`src/hdl/mem_pkg.sv`:
```
//--------------------------------------------------------------------------
// memory package
// geometry of the 128-bit word memory and the data types
// shared by the lane memories, the bridge and the top level
//--------------------------------------------------------------------------
package mem_pkg;

  // lane split
  localparam int LANE_BITS = 16;  // bits per lane memory
  localparam int NUM_LANES = 8;   // lanes side by side in one word

  // one lane's data
  typedef logic [LANE_BITS-1:0] lane_t;

  // full memory word, lane 0 in the low bits
  typedef logic [NUM_LANES*LANE_BITS-1:0] word_t;

  // one enable bit per lane
  typedef logic [NUM_LANES-1:0] lane_mask_t;

  // address in, data out after two edges
  localparam int READ_LATENCY = 2;

  localparam int DEFAULT_ADDR_BITS = 9;  // 512 words

endpackage

```
`src/hdl/wb_pkg.sv`:
```
//--------------------------------------------------------------------------
// wishbone package
// constants and state type of the port-B wishbone bridge
//--------------------------------------------------------------------------
package wb_pkg;

  // bridge FSM, one transaction at a time
  typedef enum logic [1:0] {
    WB_IDLE = 2'd0,  // waiting for cyc and stb
    WB_BUSY = 2'd1,  // access issued, read data in flight
    WB_ACK  = 2'd2   // single ack cycle
  } wb_state_t;

  // busy cycles between issue and ack
  localparam int WAIT_CYCLES = mem_pkg::READ_LATENCY;

  typedef logic [1:0] wait_cnt_t;  // wide enough for WAIT_CYCLES-1

endpackage

```
`src/hdl/mem_port_if.sv`:
```
//--------------------------------------------------------------------------
// memory port interface
// port-B memory side, from the wishbone bridge to the eight lanes
//--------------------------------------------------------------------------
`timescale 1ns/1ns

interface mem_port_if #(
  parameter int addr_bits = mem_pkg::DEFAULT_ADDR_BITS
) ();

  logic [addr_bits-1:0] addr;   // word address, shared by all lanes
  mem_pkg::lane_mask_t  wmask;  // per-lane write strobe, issue cycle only
  mem_pkg::word_t       wdata;  // write word

  // each lane drives its own slice, hence a net
  wire mem_pkg::word_t  rdata;

  // bridge side
  modport initiator (
    output addr,
    output wmask,
    output wdata,
    input  rdata
  );

  // lane side
  modport target (
    input  addr,
    input  wmask,
    input  wdata,
    output rdata
  );

endinterface

```
`src/hdl/wb_port.sv`:
```
//--------------------------------------------------------------------------
// wishbone port
// classic slave on port B, one issue cycle per bus cycle and a
// fixed three-cycle request to ack time for reads and writes
//--------------------------------------------------------------------------
`timescale 1ns/1ns

module wb_port #(
  parameter int addr_bits = mem_pkg::DEFAULT_ADDR_BITS
) (
  input  logic                 clk,
  input  logic                 rst,
  input  logic                 wb_cyc,
  input  logic                 wb_stb,
  input  logic                 wb_we,
  input  logic [addr_bits-1:0] wb_adr,
  input  mem_pkg::word_t       wb_dat_w,
  input  mem_pkg::lane_mask_t  wb_sel,
  output mem_pkg::word_t       wb_dat_r,
  output logic                 wb_ack,
  mem_port_if.initiator        mem
);

  wb_pkg::wb_state_t state;
  wb_pkg::wait_cnt_t cnt;      // busy cycles left after this one

  logic req;                   // host request, cyc and stb
  logic issue;                 // access handed to the lanes this cycle
  logic last_wait;             // read data reaches rdata this cycle

  assign req       = wb_cyc && wb_stb;
  assign issue     = (state == wb_pkg::WB_IDLE) && req;
  assign last_wait = (state == wb_pkg::WB_BUSY) && (cnt == '0);

  //------------------------------------------------------------------------
  // memory side
  //------------------------------------------------------------------------
  // host holds adr and dat until ack, so no capture needed here
  assign mem.addr  = wb_adr;
  assign mem.wdata = wb_dat_w;
  assign mem.wmask = (issue && wb_we) ? wb_sel : '0;  // reads never write

  //------------------------------------------------------------------------
  // bridge FSM
  //------------------------------------------------------------------------
  always_ff @(posedge clk) begin
    if (rst) begin
      state <= wb_pkg::WB_IDLE;
      cnt   <= '0;
    end else begin
      case (state)
        wb_pkg::WB_IDLE: begin
          if (issue) begin
            state <= wb_pkg::WB_BUSY;
            cnt   <= wb_pkg::wait_cnt_t'(wb_pkg::WAIT_CYCLES - 1);
          end
        end
        wb_pkg::WB_BUSY: begin
          if (!req) begin
            state <= wb_pkg::WB_IDLE;  // host gave up, drop the access
          end else if (cnt == '0) begin
            state <= wb_pkg::WB_ACK;
          end else begin
            cnt <= cnt - 1'b1;         // count down read latency
          end
        end
        wb_pkg::WB_ACK: begin
          state <= wb_pkg::WB_IDLE;    // ack lasts one cycle
        end
        default: begin
          state <= wb_pkg::WB_IDLE;
        end
      endcase
    end
  end

  // read data, old contents on a write cycle too
  always_ff @(posedge clk) begin
    if (last_wait) begin
      wb_dat_r <= mem.rdata;
    end
  end

  assign wb_ack = (state == wb_pkg::WB_ACK);  // low from reset, state is idle

endmodule

```
`src/flat_wrapper.sv`:
```
// flat-port wrapper written by rule: the top's interface ports become plain ports
module wb_port_flat 
#(
  parameter int addr_bits = mem_pkg::DEFAULT_ADDR_BITS
)
  (clk, rst, wb_cyc, wb_stb, wb_we, wb_adr, wb_dat_w, wb_sel, wb_dat_r, wb_ack, mem_addr, mem_wmask, mem_wdata, mem_rdata);
  mem_port_if #(.addr_bits(addr_bits)) mem_i ();
  input  logic clk;
  input  logic rst;
  input  logic wb_cyc;
  input  logic wb_stb;
  input  logic wb_we;
  input  logic [addr_bits-1:0] wb_adr;
  input  mem_pkg::word_t wb_dat_w;
  input  mem_pkg::lane_mask_t wb_sel;
  output mem_pkg::word_t wb_dat_r;
  output logic wb_ack;
  output wire logic [$bits(mem_i.addr)-1:0] mem_addr;
  output wire logic [$bits(mem_i.wmask)-1:0] mem_wmask;
  output wire logic [$bits(mem_i.wdata)-1:0] mem_wdata;
  input wire logic [$bits(mem_i.rdata)-1:0] mem_rdata;
  assign mem_addr = mem_i.addr;
  assign mem_wmask = mem_i.wmask;
  assign mem_wdata = mem_i.wdata;
  assign mem_i.rdata = mem_rdata;
  wb_port #(.addr_bits(addr_bits)) u_core (.clk(clk), .rst(rst), .wb_cyc(wb_cyc), .wb_stb(wb_stb), .wb_we(wb_we), .wb_adr(wb_adr), .wb_dat_w(wb_dat_w), .wb_sel(wb_sel), .wb_dat_r(wb_dat_r), .wb_ack(wb_ack), .mem(mem_i));
endmodule
```
`config.mk`:
```
export PLATFORM = sky130hd
export DESIGN_NAME = wb_port_flat
export DESIGN_NICKNAME = d
export VERILOG_FILES = /design/src/hdl/mem_pkg.sv /design/src/hdl/wb_pkg.sv /design/src/hdl/mem_port_if.sv /design/src/hdl/wb_port.sv /design/src/flat_wrapper.sv
export SDC_FILE = /design/constraint.sdc
export NUM_CORES = 1
export LEC_CHECK = 0
export BUFFER_PORTS_ARGS = -buffer_cell sky130_fd_sc_hd__clkbuf_2
export CELL_PAD_IN_SITES_DETAIL_PLACEMENT = 0
export CELL_PAD_IN_SITES_GLOBAL_PLACEMENT = 1
export CORE_AREA = 2 2 216 218
export DETAILED_ROUTE_END_ITERATION = 8
export DIE_AREA = 0 0 218 220
export PLACE_DENSITY_LB_ADDON = 0.1
export SETUP_SLACK_MARGIN = 0.15
export SLEW_MARGIN = 40
export SYNTH_ARGS = -nofsm -noshare
export SYNTH_HDL_FRONTEND = slang
export SYNTH_SLANG_ARGS = --single-unit
```
`constraint.sdc`:
```
create_clock -name clk -period 15.25 [get_ports clk]
set_input_delay 0.7625 -clock clk [delete_from_list [all_inputs] [get_ports clk]]
set_output_delay 0.7625 -clock clk [all_outputs]
set_load 0.1 [all_outputs]
```
==> results list <==
- Series of cell instances along the critical path: clkbuf_2 > nand3b_4 > nor3b_2 > and2_1 > clkbuf_2
* Placed Area: 6280 um^2
- Internal power comes to 0.686 mW.
- The cell area that synthesis handed to floorplanning was 5130 um^2.
* Final min period: between 2000 and 3000 ps
- The worst register-to-register path has a setup slack of 12770 ps.
* Hold-fix buffers, CTS: 0
* Maximum number of pins on one net before global-route repair: 79
- Grouping stages by cell kind, the critical path spends the most delay in simple AND/OR/NAND/NOR gates.
* Worst EP required: 14490 ps
- Number of antenna violations at the first check in global routing: 5
- Count of unresolved DRC violations after routing: 0
* Critical path's slowest cell: sky130_fd_sc_hd__clkbuf_2
- Comb pwr share: 11.6%
- Final-report setup violation count: 0
- At the later pin of the worst-skew pair, clock insertion delay measures around 430 ps.
- Via count: 2958
- Once layout is done, the placed cells without fillers occupy 6880 um^2.
* RSZ-0062 raised after global routing: false
- Initial Utilization: 11.2%
* Total nets after synthesis: roughly 580
- Number of fill cells in the layout: between 5000 and 6000
* Max Clock Freq: 0.346 GHz
* Count of unique library cells instantiated by Yosys: 19
- The worst hold path terminates at u_core.cnt[1]$_SDFFE_PP0P_.
* Via count of the first global-routing pass: ~3100
- In this run the most critical hold path is launched from u_core.cnt[1]$_SDFFE_PP0P_.
* Worst Path Buf+Inv: 2
* Ports: ~550
- For this design the total switching power over the nets is between 0.2 and 0.3 mW.
- Clock Sinks: around 130
* Areal power density over the cells: ~140 nW/um^2
- Iteration count of the initial detailed-routing pass: 4
- Final routed wirelength across all metal layers: 20400 um
- Max-cap violations in this run came to 0.
- In this run, flip-flops and latches consume between 40% and 50% of the power.
- PortBufs: 277
- The initialized floorplan defines between 70 and 80 standard-cell rows.
- Counting stages on the worst path, the most repeated cell is sky130_fd_sc_hd__clkbuf_2.
- The hold violation total from the final report came to 0.
- The run finished with clean final reports.
* Yosys warning total: 0
- The worst register-to-register path begins at u_core.cnt[0]$_SDFFE_PP0P_.
- After clock tree synthesis, the clock-pin slew on the worst setup and hold paths is ~60 ps.
* Data arrival at the endpoint of the critical path: roughly 2100 ps
- In this design, the stage delay of the slowest critical-path cell is 460 ps.
* Largest driver fanout on the critical path: 8
- Overall die area: 48000 um^2
* End of the worst register-to-register path: u_core.wb_dat_r[14]$_DFFE_PP_
- Clock skew on the completed layout was measured at 12.2 ps.
- The floorplan step set the die height to 220 um.
- Post-CTS Repair Setup Buffers: 0
- Ratio of routed vias to standard cells: 2.74
- At the end of routability-driven placement, the weighted congestion stood at a little over 0.7.
* Worst Setup End Kind: output pin
- Each instance of the synthesized netlist takes up on average between 15 and 20 um^2.
* CTS tree: yes
- Final global-route overflow total: 0
- In this run the standard cell core region covers 45900 um^2.
- Portion of total power attributed to the clock network: 44.2%
* Detailed placer's ending HPWL: 16900 um
- Slew HR: 48.4%
* CTS Buffer Depth: 2
- Switching portion of total power: between 20% and 30%
* Final TNS setup: 0 ps
* Sequential element share of the synthesized area: approximately 76%
* Share of final-layout standard cells stronger than drive strength 1: about two thirds
- Across every metal layer, demand over resource in global routing totals 8.14%.
* CTS Buf Count: 17
- The H-tree generated during clock tree synthesis spans 4 levels.
- After synthesis the netlist holds a flip-flop and latch count of 132.
- Die X-Extent: 218 um
- Summed over all cells, the static leakage comes to 2.74 nW.
* Cell count after synthesis: a little under 300
- In the final routed layout, each cell accounts on average for 18.9 um.
- After the last flow step, the layout net total stands at 736.
* Crit Path Class: input port to output pin
- Once detail routing completed, the nets flagged for antenna violations numbered 0.
* Post-cts sizing count: 0
- The final critical path takes up 18.9% of the cycle.
- CTS placed an instance of sky130_fd_sc_hd__clkbuf_16 at the clock tree root.
- Actual transition at the worst max-transition pin: a little under 800 ps
- The detailed router finished its first iteration with 100 violations.
- The first global-routing pass estimated about 26000 um of wire.
- Path class of the lowest-slack min-delay path: register to register
- IR analysis of the VDD net gives a maximum drop of 0.0000668 V.
- Relative to the synthesized area, the layout overhead comes to 33.9%.
* Number of slew-limit violations in the final report: 0
- STA classifies the critical path startpoint as an input port.
* Hold path cells: 2
* FF-to-FF path depth: 6
[registers in the layout, indices dropped and copies added, names as in the netlist]
signal           count
u_core.state         2
u_core.wb_dat_r    128
u_core.cnt           2
[layer usage]
metal  vias up  track usage, %  share of wire, %
met5         -               0             0.059
met4         2            4.90               4.1
met3        80            5.24                15
met2       282            13.6                49
met1      1363            7.42                32
li1       1231               -                 -
[stage by stage]
stage | instances | total power [mW] | utilization, % | setup slack, ps | hold WS [ps]
finish | 1078 | 0.937 | 15.0 | 12360 | 490
global route | 1077 | 0.977 | 15.0 | 12180 | 472
CTS | 1077 | 0.963 | 15.0 | 12270 | 461
detailed placement | 1045 | 0.532 | 13.7 | 12270 | 476
global placement | 1045 | 0.532 | 13.7 | 12000 | 465
floorplan | 296 | 0.670 | - | 8220 | 444
[cells in the mapped netlist]
cell	number	area, um^2
sky130_fd_sc_hd__buf_4	137	1030
sky130_fd_sc_hd__edfxtp_1	128	3840
sky130_fd_sc_hd__and2_1	9	56.3
sky130_fd_sc_hd__dfxtp_1	4	80.1
sky130_fd_sc_hd__inv_1	3	11.3
sky130_fd_sc_hd__nor3_1	2	10.0
sky130_fd_sc_hd__a211oi_1	1	7.51
sky130_fd_sc_hd__a21oi_1	1	5.00
sky130_fd_sc_hd__a31o_2	1	8.76
sky130_fd_sc_hd__and4b_2	1	11.3
sky130_fd_sc_hd__ha_1	1	12.5
sky130_fd_sc_hd__nand2_1	1	3.75
sky130_fd_sc_hd__nand2b_1	1	6.26
sky130_fd_sc_hd__nand3b_4	1	20.0
sky130_fd_sc_hd__nor2_1	1	3.75
sky130_fd_sc_hd__nor2b_1	1	6.26
sky130_fd_sc_hd__nor3b_1	1	7.51
sky130_fd_sc_hd__o21ai_0	1	5.00
sky130_fd_sc_hd__or4_1	1	7.51
[how the worst max path moves through the flow]
stage | startpoint | endpoint | slack, ps | cells past startpoint
2_1_floorplan | u_core.cnt[0]$_SDFFE_PP0P_ | u_core.state[1]$_SDFFE_PP0P_ | 8220 | 5
3_3_place_gp | wb_stb | mem_wmask[5] | 12000 | 5
3_5_place_dp | wb_stb | mem_wmask[2] | 12270 | 5
4_1_cts | wb_stb | mem_wmask[2] | 12270 | 5
5_1_grt | wb_stb | mem_wmask[1] | 12180 | 5
6_report | wb_cyc | mem_wmask[2] | 12360 | 5
[power groups by stage]
stage	registers, mW	clock network (mW)	logic (mW)
after CTS	0.413	0.438	0.111
after detailed placement	0.421	0	0.111
after global routing	0.414	0.449	0.114
final	0.413	0.414	0.109
after floorplan	0.490	0	0.180
after global placement	0.421	0	0.111
[logic make-up after synthesis]
family	after synthesis	synth area share (%)
adder cells (fa/ha/maj)	1	0.244
AND/OR/NAND/NOR	19	2.58
flip-flops	132	76.4
AO/OA/AOI/OAI	4	0.512
buffers and inverters	140	20.2
[worst min-delay path, delay by kind of cell (launching register included)]
| kind | cells | cell delay, ps |
|---|---|---|
| AO/OA/AOI/OAI | 2 | 130 |
| flip-flops | 1 | 310 |
[cell usage in the layout (no fill, tap or decap), types with 2 or more instances in the layout]
master | Yosys | routed
sky130_fd_sc_hd__and2_1 | 9 | 9
sky130_fd_sc_hd__bufinv_16 | 0 | 3
sky130_fd_sc_hd__clkbuf_16 | 0 | 17
sky130_fd_sc_hd__clkbuf_2 | 0 | 277
sky130_fd_sc_hd__clkinv_2 | 0 | 5
sky130_fd_sc_hd__clkinv_4 | 0 | 3
sky130_fd_sc_hd__dfxtp_1 | 4 | 4
sky130_fd_sc_hd__edfxtp_1 | 128 | 128
sky130_fd_sc_hd__inv_1 | 3 | 3
sky130_fd_sc_hd__nor3_1 | 2 | 2
[area by class of cell]
class	instances	area [um^2]	area share [%]
sequential	132	3920	57.1
timing repair buffer	279	1410	20.4
tap	607	759	11.0
clock buffer	18	429	6.24
multi-input combinational	24	184	2.67
clock inverter	14	161	2.35
inverter	3	11.3	0.164
antenna	1	2.50	0.0364
Power figures use the tool's default switching activity.
